### src/t08_params.svh
// Touch-to-LCD user block parameters
// Bus widths, memory map, I2C timing and LCD command codes
`ifndef T08_PARAMS_SVH
`define T08_PARAMS_SVH

// Wishbone master widths
`define T08_WB_AW 32
`define T08_WB_DW 32

// Word address of the stored touch sample
`define T08_TOUCH_BASE 32'h3000_0000

// Frame buffer start and length in words
`define T08_FB_BASE 32'h3000_1000
`define T08_FB_WORDS 16

// Clocks per SCL half period
`define T08_I2C_DIV 4

// Touch controller address and first X register
`define T08_TOUCH_ADDR 7'h38
`define T08_TOUCH_REG 8'h03

// LCD memory write command
`define T08_LCD_RAMWR 8'h2C

`endif

### src/t08_pkg.sv
// Touch-to-LCD user block types
// Bus vectors, coordinate width and the FSM encodings
`default_nettype none
`include "t08_params.svh"

package t08_pkg;

    // Wishbone vectors
    typedef logic [`T08_WB_AW-1:0] wb_addr_t;
    typedef logic [`T08_WB_DW-1:0] wb_data_t;
    typedef logic [`T08_WB_DW/8-1:0] wb_sel_t;

    // Parallel LCD data byte
    typedef logic [7:0] lcd_byte_t;

    // One touch axis, 12 bits from the controller
    typedef logic [11:0] coord_t;

    // Touch reader sequence
    typedef enum logic [3:0] {
        i2c_idle, i2c_start, i2c_addr, i2c_reg, i2c_restart,
        i2c_raddr, i2c_read, i2c_stop, i2c_store
    } i2c_state_e;

    // Display fetch sequence
    typedef enum logic [1:0] {fetch_idle, fetch_cmd, fetch_read, fetch_send} fetch_state_e;

    // Current Wishbone owner
    typedef enum logic [1:0] {grant_none, grant_touch, grant_display} grant_e;

endpackage

`default_nettype wire

### src/t08_display_fetch.sv
// Display fetch
// Sends RAMWR, then streams the frame buffer word by word from memory to
// the LCD bus, most significant byte first
`timescale 1ns/100ps
`default_nettype none
`include "t08_params.svh"

module t08_display_fetch import t08_pkg::*; (
    input  logic      clk,
    input  logic      rst_n,
    input  logic      en,
    input  logic      sample_stored,
    output logic      disp_req,
    output wb_addr_t  disp_addr,
    input  logic      disp_done,
    input  wb_data_t  rdata,
    output logic      byte_strobe,
    output logic      byte_is_cmd,
    output logic      frame_active,
    output lcd_byte_t byte_data,
    input  logic      lcd_busy
);
    localparam int idx_w = $clog2(`T08_FB_WORDS + 1);

    fetch_state_e     state;
    logic             pending;
    logic [idx_w-1:0] word_idx;
    logic [1:0]       byte_idx;
    wb_data_t         word_buf;
    logic             last_word;

    assign last_word   = word_idx == idx_w'(`T08_FB_WORDS - 1);
    assign disp_req    = state == fetch_read;
    // Word i sits at base plus 4i
    assign disp_addr   = wb_addr_t'(`T08_FB_BASE) + wb_addr_t'({word_idx, 2'b00});
    assign byte_is_cmd = state == fetch_cmd;
    assign byte_strobe = (state == fetch_cmd || state == fetch_send) && !lcd_busy;
    // Byte 0 is bits 31:24
    assign byte_data   = byte_is_cmd ? lcd_byte_t'(`T08_LCD_RAMWR)
                                     : word_buf[{~byte_idx, 3'b000} +: 8];
    // Held until the last write pulse has finished
    assign frame_active = state != fetch_idle || lcd_busy;

    always_ff @(posedge clk) begin
        if (!rst_n || !en) begin
            // Refresh owed as soon as the block runs again
            state    <= fetch_idle;
            pending  <= 1'b1;
            word_idx <= '0;
            byte_idx <= '0;
        end else begin
            // New samples during a frame collapse into one refresh
            if (sample_stored) pending <= 1'b1;
            else if (state == fetch_idle) pending <= 1'b0;
            case (state)
                fetch_idle: if (pending) state <= fetch_cmd;
                fetch_cmd: begin
                    if (!lcd_busy) begin
                        word_idx <= '0;
                        state    <= fetch_read;
                    end
                end
                fetch_read: begin
                    if (disp_done) begin
                        byte_idx <= '0;
                        state    <= fetch_send;
                    end
                end
                default: begin
                    if (!lcd_busy) begin
                        byte_idx <= byte_idx + 1'b1;
                        if (byte_idx == 2'd3) begin
                            if (last_word) begin
                                state <= fetch_idle;
                            end else begin
                                word_idx <= word_idx + 1'b1;
                                state    <= fetch_read;
                            end
                        end
                    end
                end
            endcase
        end
    end

    // Word buffer
    always_ff @(posedge clk) begin
        if (state == fetch_read && disp_done) word_buf <= rdata;
    end

endmodule

`default_nettype wire

### src/t08_lcd_bus.sv
// LCD bus
// Write-only 8080-style byte port, one low and one high phase of wrx per byte
`timescale 1ns/100ps
`default_nettype none

module t08_lcd_bus import t08_pkg::*; (
    input  logic      clk,
    input  logic      rst_n,
    input  logic      en,
    input  logic      byte_strobe,
    input  logic      byte_is_cmd,
    input  logic      frame_active,
    input  lcd_byte_t byte_data,
    output logic      lcd_busy,
    output logic      wrx,
    output logic      csx,
    output logic      dcx,
    output lcd_byte_t lcd_data
);
    // Set during the wrx high phase after a write
    logic hold;

    // Panel selected for the whole frame
    assign csx = !frame_active;

    // Busy across both write phases
    assign lcd_busy = !wrx || hold;

    always_ff @(posedge clk) begin
        if (!rst_n || !en) begin
            wrx  <= 1'b1;
            hold <= 1'b0;
            dcx  <= 1'b1;
        end else begin
            // Low for the cycle after a strobe
            wrx  <= !byte_strobe;
            hold <= !wrx;
            // Command bytes go out with dcx low
            if (byte_strobe) dcx <= !byte_is_cmd;
        end
    end

    // Data held until the next byte
    always_ff @(posedge clk) begin
        if (byte_strobe) lcd_data <= byte_data;
    end

endmodule

`default_nettype wire

### src/t08_touch_reader.sv
// Touch reader
// I2C master that reads one X/Y pair from the touch controller on each
// falling interrupt, then asks the arbiter to store the packed sample
`timescale 1ns/100ps
`default_nettype none
`include "t08_params.svh"

module t08_touch_reader import t08_pkg::*; (
    input  logic     clk,
    input  logic     rst_n,
    input  logic     en,
    input  logic     touch_int,
    input  logic     sda_in,
    output logic     sda_out,
    output logic     sda_oeb,
    output logic     scl,
    output logic     touch_req,
    output wb_addr_t touch_addr,
    output wb_data_t touch_wdata,
    input  logic     touch_done
);
    localparam int div_w = $clog2(`T08_I2C_DIV);

    i2c_state_e       state;
    logic [div_w-1:0] div_cnt;
    logic             tick;
    logic             half;
    logic [3:0]       bit_cnt;
    logic [1:0]       byte_cnt;
    logic [7:0]       shift;
    logic [31:0]      rx_word;
    logic [2:0]       int_sync;
    logic [1:0]       sda_sync;
    logic             int_fall;
    logic             sda_bit;
    coord_t           x_coord;
    coord_t           y_coord;

    // Open drain, only ever pulls low
    assign sda_out  = 1'b0;
    assign tick     = div_cnt == div_w'(`T08_I2C_DIV - 1);
    assign int_fall = int_sync[2] && !int_sync[1];

    // XH, XL, YH, YL arrive in that order
    assign x_coord     = {rx_word[27:24], rx_word[23:16]};
    assign y_coord     = {rx_word[11:8], rx_word[7:0]};
    assign touch_addr  = `T08_TOUCH_BASE;
    assign touch_wdata = {4'b0000, y_coord, 4'b0000, x_coord};
    assign touch_req   = state == i2c_store;

    // SDA level for the low half of the current bit, 1 releases the line
    always_comb begin
        case (state)
            i2c_addr, i2c_reg, i2c_raddr: sda_bit = (bit_cnt == 4'd8) ? 1'b1 : shift[7];
            // ACK every byte but the last
            i2c_read: sda_bit = (bit_cnt == 4'd8) ? (byte_cnt == 2'd3) : 1'b1;
            i2c_stop: sda_bit = 1'b0;
            default:  sda_bit = 1'b1;
        endcase
    end

    always_ff @(posedge clk) begin
        if (!rst_n || !en) begin
            state    <= i2c_idle;
            scl      <= 1'b1;
            sda_oeb  <= 1'b1;
            half     <= 1'b1;
            div_cnt  <= '0;
            bit_cnt  <= '0;
            byte_cnt <= '0;
            int_sync <= '1;
            sda_sync <= '1;
        end else begin
            // Pin synchronizers
            int_sync <= {int_sync[1:0], touch_int};
            sda_sync <= {sda_sync[0], sda_in};
            div_cnt  <= tick ? '0 : div_cnt + 1'b1;
            case (state)
                i2c_idle: begin
                    div_cnt <= '0;
                    // Start condition, SDA falls with SCL high
                    if (int_fall) begin
                        sda_oeb <= 1'b0;
                        state   <= i2c_start;
                    end
                end
                i2c_start: begin
                    if (tick) begin
                        scl     <= 1'b0;
                        half    <= 1'b0;
                        bit_cnt <= '0;
                        shift   <= {`T08_TOUCH_ADDR, 1'b0};
                        state   <= i2c_addr;
                    end
                end
                i2c_store: begin
                    if (touch_done) state <= i2c_idle;
                end
                default: begin
                    // Data changes one clock after SCL falls
                    if (!half && div_cnt == div_w'(1)) sda_oeb <= sda_bit;
                    // Repeated start pulls low, stop releases, both mid high half
                    if (half && div_cnt == div_w'(`T08_I2C_DIV / 2)) begin
                        if (state == i2c_restart) sda_oeb <= 1'b0;
                        if (state == i2c_stop) sda_oeb <= 1'b1;
                    end
                    if (tick && !half) begin
                        scl  <= 1'b1;
                        half <= 1'b1;
                    end
                    if (tick && half) begin
                        if (state == i2c_stop) begin
                            // Bus left idle, SCL stays high
                            state <= i2c_store;
                        end else begin
                            scl  <= 1'b0;
                            half <= 1'b0;
                            if (state == i2c_restart) begin
                                bit_cnt <= '0;
                                shift   <= {`T08_TOUCH_ADDR, 1'b1};
                                state   <= i2c_raddr;
                            end else if (bit_cnt != 4'd8) begin
                                // Shift out and sample in on the same edge
                                bit_cnt <= bit_cnt + 1'b1;
                                shift   <= {shift[6:0], sda_sync[1]};
                            end else begin
                                bit_cnt <= '0;
                                case (state)
                                    i2c_addr: begin
                                        shift <= `T08_TOUCH_REG;
                                        state <= i2c_reg;
                                    end
                                    i2c_reg: state <= i2c_restart;
                                    i2c_raddr: begin
                                        byte_cnt <= '0;
                                        state    <= i2c_read;
                                    end
                                    default: begin
                                        rx_word <= {rx_word[23:0], shift};
                                        if (byte_cnt == 2'd3) state <= i2c_stop;
                                        else byte_cnt <= byte_cnt + 1'b1;
                                    end
                                endcase
                            end
                        end
                    end
                end
            endcase
        end
    end

endmodule

`default_nettype wire

### src/t08_wb_arbiter.sv
// Wishbone arbiter
// Fixed priority between the touch store and the display read, one classic
// cycle at a time with a done pulse back to the owner
`timescale 1ns/100ps
`default_nettype none

module t08_wb_arbiter import t08_pkg::*; (
    input  logic     clk,
    input  logic     rst_n,
    input  logic     en,
    input  logic     touch_req,
    input  wb_addr_t touch_addr,
    input  wb_data_t touch_wdata,
    output logic     touch_done,
    input  logic     disp_req,
    input  wb_addr_t disp_addr,
    output logic     disp_done,
    output wb_data_t rdata,
    output wb_addr_t adr_o,
    output wb_data_t dat_o,
    output wb_sel_t  sel_o,
    output logic     we_o,
    output logic     stb_o,
    output logic     cyc_o,
    input  wb_data_t dat_i,
    input  logic     ack_i
);
    grant_e owner;
    logic   cyc;

    // Only the touch reader writes
    assign we_o  = owner == grant_touch;
    assign adr_o = (owner == grant_touch) ? touch_addr : disp_addr;
    assign dat_o = touch_wdata;
    // Full words only
    assign sel_o = '1;
    assign cyc_o = cyc;
    assign stb_o = cyc;

    always_ff @(posedge clk) begin
        if (!rst_n || !en) begin
            owner      <= grant_none;
            cyc        <= 1'b0;
            touch_done <= 1'b0;
            disp_done  <= 1'b0;
        end else begin
            touch_done <= 1'b0;
            disp_done  <= 1'b0;
            case (owner)
                grant_none: begin
                    // Touch wins a tie
                    if (touch_req) begin
                        owner <= grant_touch;
                        cyc   <= 1'b1;
                    end else if (disp_req) begin
                        owner <= grant_display;
                        cyc   <= 1'b1;
                    end
                end
                default: begin
                    if (cyc && ack_i) begin
                        cyc        <= 1'b0;
                        touch_done <= owner == grant_touch;
                        disp_done  <= owner == grant_display;
                    end else if (!cyc) begin
                        // Done cycle, owner drops its request here
                        owner <= grant_none;
                    end
                end
            endcase
        end
    end

    // Read data, valid alongside disp_done
    always_ff @(posedge clk) begin
        if (cyc && ack_i) rdata <= dat_i;
    end

endmodule

`default_nettype wire

### src/team_08.sv
// Team 08 user area top
// Touchscreen sampling over I2C with a parallel LCD refresh from memory,
// both sharing the one Wishbone master port
`timescale 1ns/100ps
`default_nettype none

module team_08 import t08_pkg::*; (
    input  logic        clk,
    input  logic        rst_n,
    input  logic        en,
    // Wishbone master
    output wb_addr_t    adr_o,
    output wb_data_t    dat_o,
    output wb_sel_t     sel_o,
    output logic        we_o,
    output logic        stb_o,
    output logic        cyc_o,
    input  wb_data_t    dat_i,
    input  logic        ack_i,
    // Breakout pins
    input  logic [33:0] gpio_in,
    output logic [33:0] gpio_out,
    output logic [33:0] gpio_oeb
);
    // Touch reader to arbiter
    logic      touch_req;
    wb_addr_t  touch_addr;
    wb_data_t  touch_wdata;
    logic      touch_done;
    // Display fetch to arbiter
    logic      disp_req;
    wb_addr_t  disp_addr;
    logic      disp_done;
    wb_data_t  rdata;
    // Display fetch to LCD bus
    logic      byte_strobe;
    logic      byte_is_cmd;
    logic      frame_active;
    lcd_byte_t byte_data;
    logic      lcd_busy;

    // Pin 0 interrupt in, pin 1 SDA follows the reader, 15 up unused
    assign gpio_oeb[33:15] = '1;
    assign gpio_oeb[14:2]  = '0;
    assign gpio_oeb[0]     = 1'b1;
    assign gpio_out[33:15] = '0;
    assign gpio_out[0]     = 1'b0;
    // Write-only panel, read strobe parked
    assign gpio_out[12]    = 1'b1;

    t08_touch_reader touch (
        .clk(clk), .rst_n(rst_n), .en(en),
        .touch_int(gpio_in[0]), .sda_in(gpio_in[1]),
        .sda_out(gpio_out[1]), .sda_oeb(gpio_oeb[1]), .scl(gpio_out[2]),
        .touch_req(touch_req), .touch_addr(touch_addr),
        .touch_wdata(touch_wdata), .touch_done(touch_done)
    );

    t08_display_fetch fetch (
        .clk(clk), .rst_n(rst_n), .en(en), .sample_stored(touch_done),
        .disp_req(disp_req), .disp_addr(disp_addr), .disp_done(disp_done), .rdata(rdata),
        .byte_strobe(byte_strobe), .byte_is_cmd(byte_is_cmd), .frame_active(frame_active),
        .byte_data(byte_data), .lcd_busy(lcd_busy)
    );

    t08_lcd_bus lcd (
        .clk(clk), .rst_n(rst_n), .en(en),
        .byte_strobe(byte_strobe), .byte_is_cmd(byte_is_cmd), .frame_active(frame_active),
        .byte_data(byte_data), .lcd_busy(lcd_busy),
        .wrx(gpio_out[11]), .csx(gpio_out[13]), .dcx(gpio_out[14]), .lcd_data(gpio_out[10:3])
    );

    t08_wb_arbiter arb (
        .clk(clk), .rst_n(rst_n), .en(en),
        .touch_req(touch_req), .touch_addr(touch_addr), .touch_wdata(touch_wdata),
        .touch_done(touch_done),
        .disp_req(disp_req), .disp_addr(disp_addr), .disp_done(disp_done), .rdata(rdata),
        .adr_o(adr_o), .dat_o(dat_o), .sel_o(sel_o), .we_o(we_o), .stb_o(stb_o), .cyc_o(cyc_o),
        .dat_i(dat_i), .ack_i(ack_i)
    );

endmodule

`default_nettype wire
### config.mk
export PLATFORM = sky130hd
export DESIGN_NAME = team_08
export DESIGN_NICKNAME = d
export VERILOG_FILES = /design/src/t08_pkg.sv /design/src/t08_display_fetch.sv /design/src/t08_lcd_bus.sv /design/src/t08_touch_reader.sv /design/src/t08_wb_arbiter.sv /design/src/team_08.sv
export VERILOG_INCLUDE_DIRS = /design/src
export SDC_FILE = /design/constraint.sdc
export NUM_CORES = 1
export LEC_CHECK = 0
export BUFFER_PORTS_ARGS = -buffer_cell sky130_fd_sc_hd__buf_2
export CAP_MARGIN = 20
export CORE_MARGIN = 2
export CORE_UTILIZATION = 45
export DETAILED_ROUTE_END_ITERATION = 8
export GPL_ROUTABILITY_DRIVEN = 0
export GPL_TIMING_DRIVEN = 1
export PLACE_DENSITY = 0.75
export REMOVE_ABC_BUFFERS = 1
export SLEW_MARGIN = 5
export SYNTH_ARGS = -nofsm -noshare
export SYNTH_HDL_FRONTEND = slang
export SYNTH_SLANG_ARGS = --single-unit
### constraint.sdc
create_clock -name clk -period 6.7 [get_ports clk]
set_clock_uncertainty 0.15 [all_clocks]
set_input_delay 0 -clock clk [delete_from_list [all_inputs] [get_ports clk]]
set_output_delay 0 -clock clk [all_outputs]
set_load 0.02 [all_outputs]
==> impl_metrics.toml <==
[placement]
hpwl_um = 6900
port_buffers = 83
place_area_mm2 = 0.00664

[clocking]
cts_buffers = 17
cts_setup_buffers = 0
clock_sinks = 146
clock_latency_ns = 0.43
htreeDepth = 4
clk_path_buf_depth = 2
cts_tree = "yes"
clk_pin_slew_ns = 0.07
clockRootBuffer = "clkbuf_16"

[power]
p_seq_share_pct = 48.4
power.density_mw_per_mm2 = 272
clkPwrFrac_pct = 42.4
ir_drop_mv = 0.254
p_comb_share_pct = 9.2
p_leak_uw = 0.00295
power_switching_uw = 530
p_int_uw = 1540
swShare_pct = 25.6

[logic_synthesis]
synthCells = 522
synth_edf_count = 108
ys_types = 63
avgSynthCellArea_um2 = 12.7
ys_ff_latch = 146
yosysSeqAreaShare_pct = 60.4
yosysWarnings = 0
syn-cell-area_mm2 = 0.00663
synthFlopType = "edfxtp_1"
synth_async_sr_flop_share_pct = 0

[finish]
drive_gt1_share_pct = 21.5
regArea_mm2 = 0.00400
fillers = 1183
final_area_mm2 = 0.00758
nNetsFinal = 700
area_growth_pct = 14.3
multi_input_area_mm2 = 0.00191
diodes = 0

[worst_setup_path]
regToRegSetupSlack_ns = 4.12
cp_max_fo = 23
regToRegStartpoint = "touch.state[1]"
end_kind = "flop"
cp_data_required_time_ns = 6.64
cp_top_family = "flip-flops"
path_cells = "or3_1, o211ai_1, a21oi_2, and3_1"
cp_slowest_cell = "dfxtp_1"
worst_r2r_path_depth = 4
critPathBufInv = 0
critPathLaunchType = "flop"
max_stage_delay_ns = 0.88
timing.rr.end = "touch.shift[3]"
crit_type = "reg2reg"
worstPathArrival_ns = 2.52

[sta]
hold_viol = 0
tns_ns = 0
layout_min_cycle_time_ns = 2.58
setup_viol = 0
hold_ws_ns = 0.118
finalMaxSlewViolations = 0
worstMarginPinSlew_ns = 0.892
final.period_utilization_pct = 38.5
slew_headroom_pct = 40.5
fmax_ghz = 0.388
grt_setup_unrepaired = "no"

[routing]
drtAntennaViolNets = 0
drt-total-wl_um = 11500
dr.pass1.iters = 4
drtIter0Drc = 247
remaining_drc_errors = 0
via_per_inst = 4.82
routedWlPerCell_um = 14.1
vias = 3920

[global_route]
grt_max_degree = 34
grt_pass1_wl_um = 18200
grt_pass1_vias = 3788
grt-ovfl-total = 0
antenna_found_initial = 0
grt_use_total_pct = 14.9

[flow_run]
maxCapViolations = 0

[floorplan]
core_area_mm2 = 0.0145
initial_core_util_pct = 45.8
num_rows = 44
dieHeight_um = 125
io_pins = 209
die_w_um = 125
fp.dieArea_mm2 = 0.0157

[min_path]
whs_endpoint = "arb.rdata[11]"
hp-start = "dat_i[11]"
hold_path.class = "in2reg"
worstHoldPathCells = 2

[status]
outcome = "finished, final reports clean"
==> state kept, by name, summed over array words and instances, names as in the netlist, 2 cells and up <==
register and count:
arb.rdata 32, fetch.word_buf 32, touch.rx_word 28, lcd.lcd_data 8, touch.shift 8, fetch.word_idx 5
touch.bit_cnt 4, touch.state 4, touch.int_sync 3, arb.owner 2, fetch.byte_idx 2, fetch.state 2
touch.byte_cnt 2, touch.div_cnt 2, touch.sda_sync 2
==> area by class of cell <==
type | count | area share [%]
clock buffers | 18 | 5.66
clock inverters | 14 | 1.63
inverters | 15 | 0.742
multi-input cells | 310 | 25.1
flip-flops and latches | 146 | 52.8
well taps | 184 | 3.04
repair buffers | 126 | 11.0
==> placed cells by master (no fill, tap or decap), types with 4 or more instances in the layout <==
cell type,count
nand2_1,23
nand2b_1,8
nand4_1,4
ha_1,14
nand3_1,4
mux4_2,8
buf_2,83
o21ai_0,13
and2_1,9
nor2b_1,10
a21oi_1,15
a211oi_1,6
conb_1,93
or3_1,7
nor2_1,26
clkbuf_16,17
inv_1,15
mux2i_1,4
and3_1,5
buf_4,4
clkinvlp_4,4
dlygate4sd3_1,39
edfxtp_1,108
dfxtp_1,38
==> worst register-to-register path: cells and delay by family, from the launching register on <==
kind / cells / cell delay, ns
DFF: 1 / 0.88
and+or+nand+nor: 2 / 0.74
AOI/OAI and AO/OA: 2 / 0.47
==> per-stage QoR <==
stage / utilization (%) / std cells / total power [uW] / worst slack (ns)
2_1_floorplan: - / 471 / 1140 / 3.76
3_3_place_gp: 45.9 / 742 / 1180 / 4.25
3_5_place_dp: 45.9 / 742 / 1190 / 4.16
4_1_cts: 52.4 / 813 / 2080 / 4.13
5_1_grt: 52.4 / 813 / 2140 / 3.96
6_report: 52.4 / 813 / 2070 / 4.12
==> per-layer routing <==
metal / GRT usage [%] / share of wire, % / up-vias
met4: 7.32 / 2.3 / 0
met2: 25.3 / 51 / 181
met3: 4.96 / 6.8 / 21
li1: - / - / 1843
met1: 16.8 / 39 / 1875
met5: 0 / 0 / -
==> logic make-up (layout without fill, tap and decap cells) <==
| group | after synthesis | count (layout) | share of synthesized area, % |
|---|---|---|---|
| AND/OR/NAND/NOR | 120 | 120 | 9.96 |
| adder cells (fa/ha/maj) | 14 | 14 | 2.64 |
| other | 2 | 93 | 0.113 |
| AO/OA/AOI/OAI | 67 | 67 | 6.96 |
| multiplexers | 12 | 12 | 3.32 |
| XOR/XNOR | 4 | 4 | 0.528 |
| buffers and inverters | 157 | 173 | 16.1 |
| flip-flops | 146 | 146 | 60.4 |
==> how the worst max path moves through the flow <==
stage                                   to  slack (ns)      startpoint  cells after the start
after floorplan           touch.rx_word[0]        3.76  touch.state[2]                      3
after global placement      touch.shift[2]        4.25  touch.state[1]                      4
after detailed placement    touch.shift[2]        4.16  touch.state[1]                      4
after CTS                   touch.shift[2]        4.13  touch.state[1]                      4
after global routing        touch.shift[1]        3.96  touch.state[1]                      4
final                       touch.shift[3]        4.12  touch.state[1]                      4
==> power by group through the flow <==
| stage | Sequential, uW | Combinational, uW | Clock, uW |
|---|---|---|---|
| 3_5_place_dp | 1020 | 170 | 0 |
| 6_report | 1000 | 190 | 875 |
| 4_1_cts | 1000 | 188 | 890 |
| 5_1_grt | 1000 | 208 | 933 |
| 2_1_floorplan | 1030 | 118 | 0 |
| 3_3_place_gp | 1020 | 166 | 0 |
==> cells in the mapped netlist, types with 5 or more instances <==
| master | instances | area (um2) |
|---|---|---|
| buf_4 | 124 | 931 |
| edfxtp_1 | 108 | 3240 |
| dfxtp_1 | 38 | 761 |
| nor2_1 | 26 | 97.6 |
| nand2_1 | 23 | 86.3 |
| a21oi_1 | 16 | 80.1 |
| inv_1 | 15 | 56.3 |
| ha_1 | 14 | 175 |
| o21ai_0 | 13 | 65.1 |
| nor2b_1 | 10 | 62.6 |
| and2_1 | 9 | 56.3 |
| clkbuf_1 | 9 | 33.8 |
| mux4_2 | 8 | 180 |
| nand2b_1 | 8 | 50.1 |
| or3_1 | 7 | 43.8 |
| a211oi_1 | 6 | 45.0 |
| buf_2 | 6 | 30.0 |
| and3_1 | 5 | 31.3 |
==> what timing repair did <==
item                      in CTS  in global routing
hold buffers                  39                  0
resized for setup              0                  0
hold endpoints to repair      43                  0
Note: power is estimated with default switching activity, not from simulation.
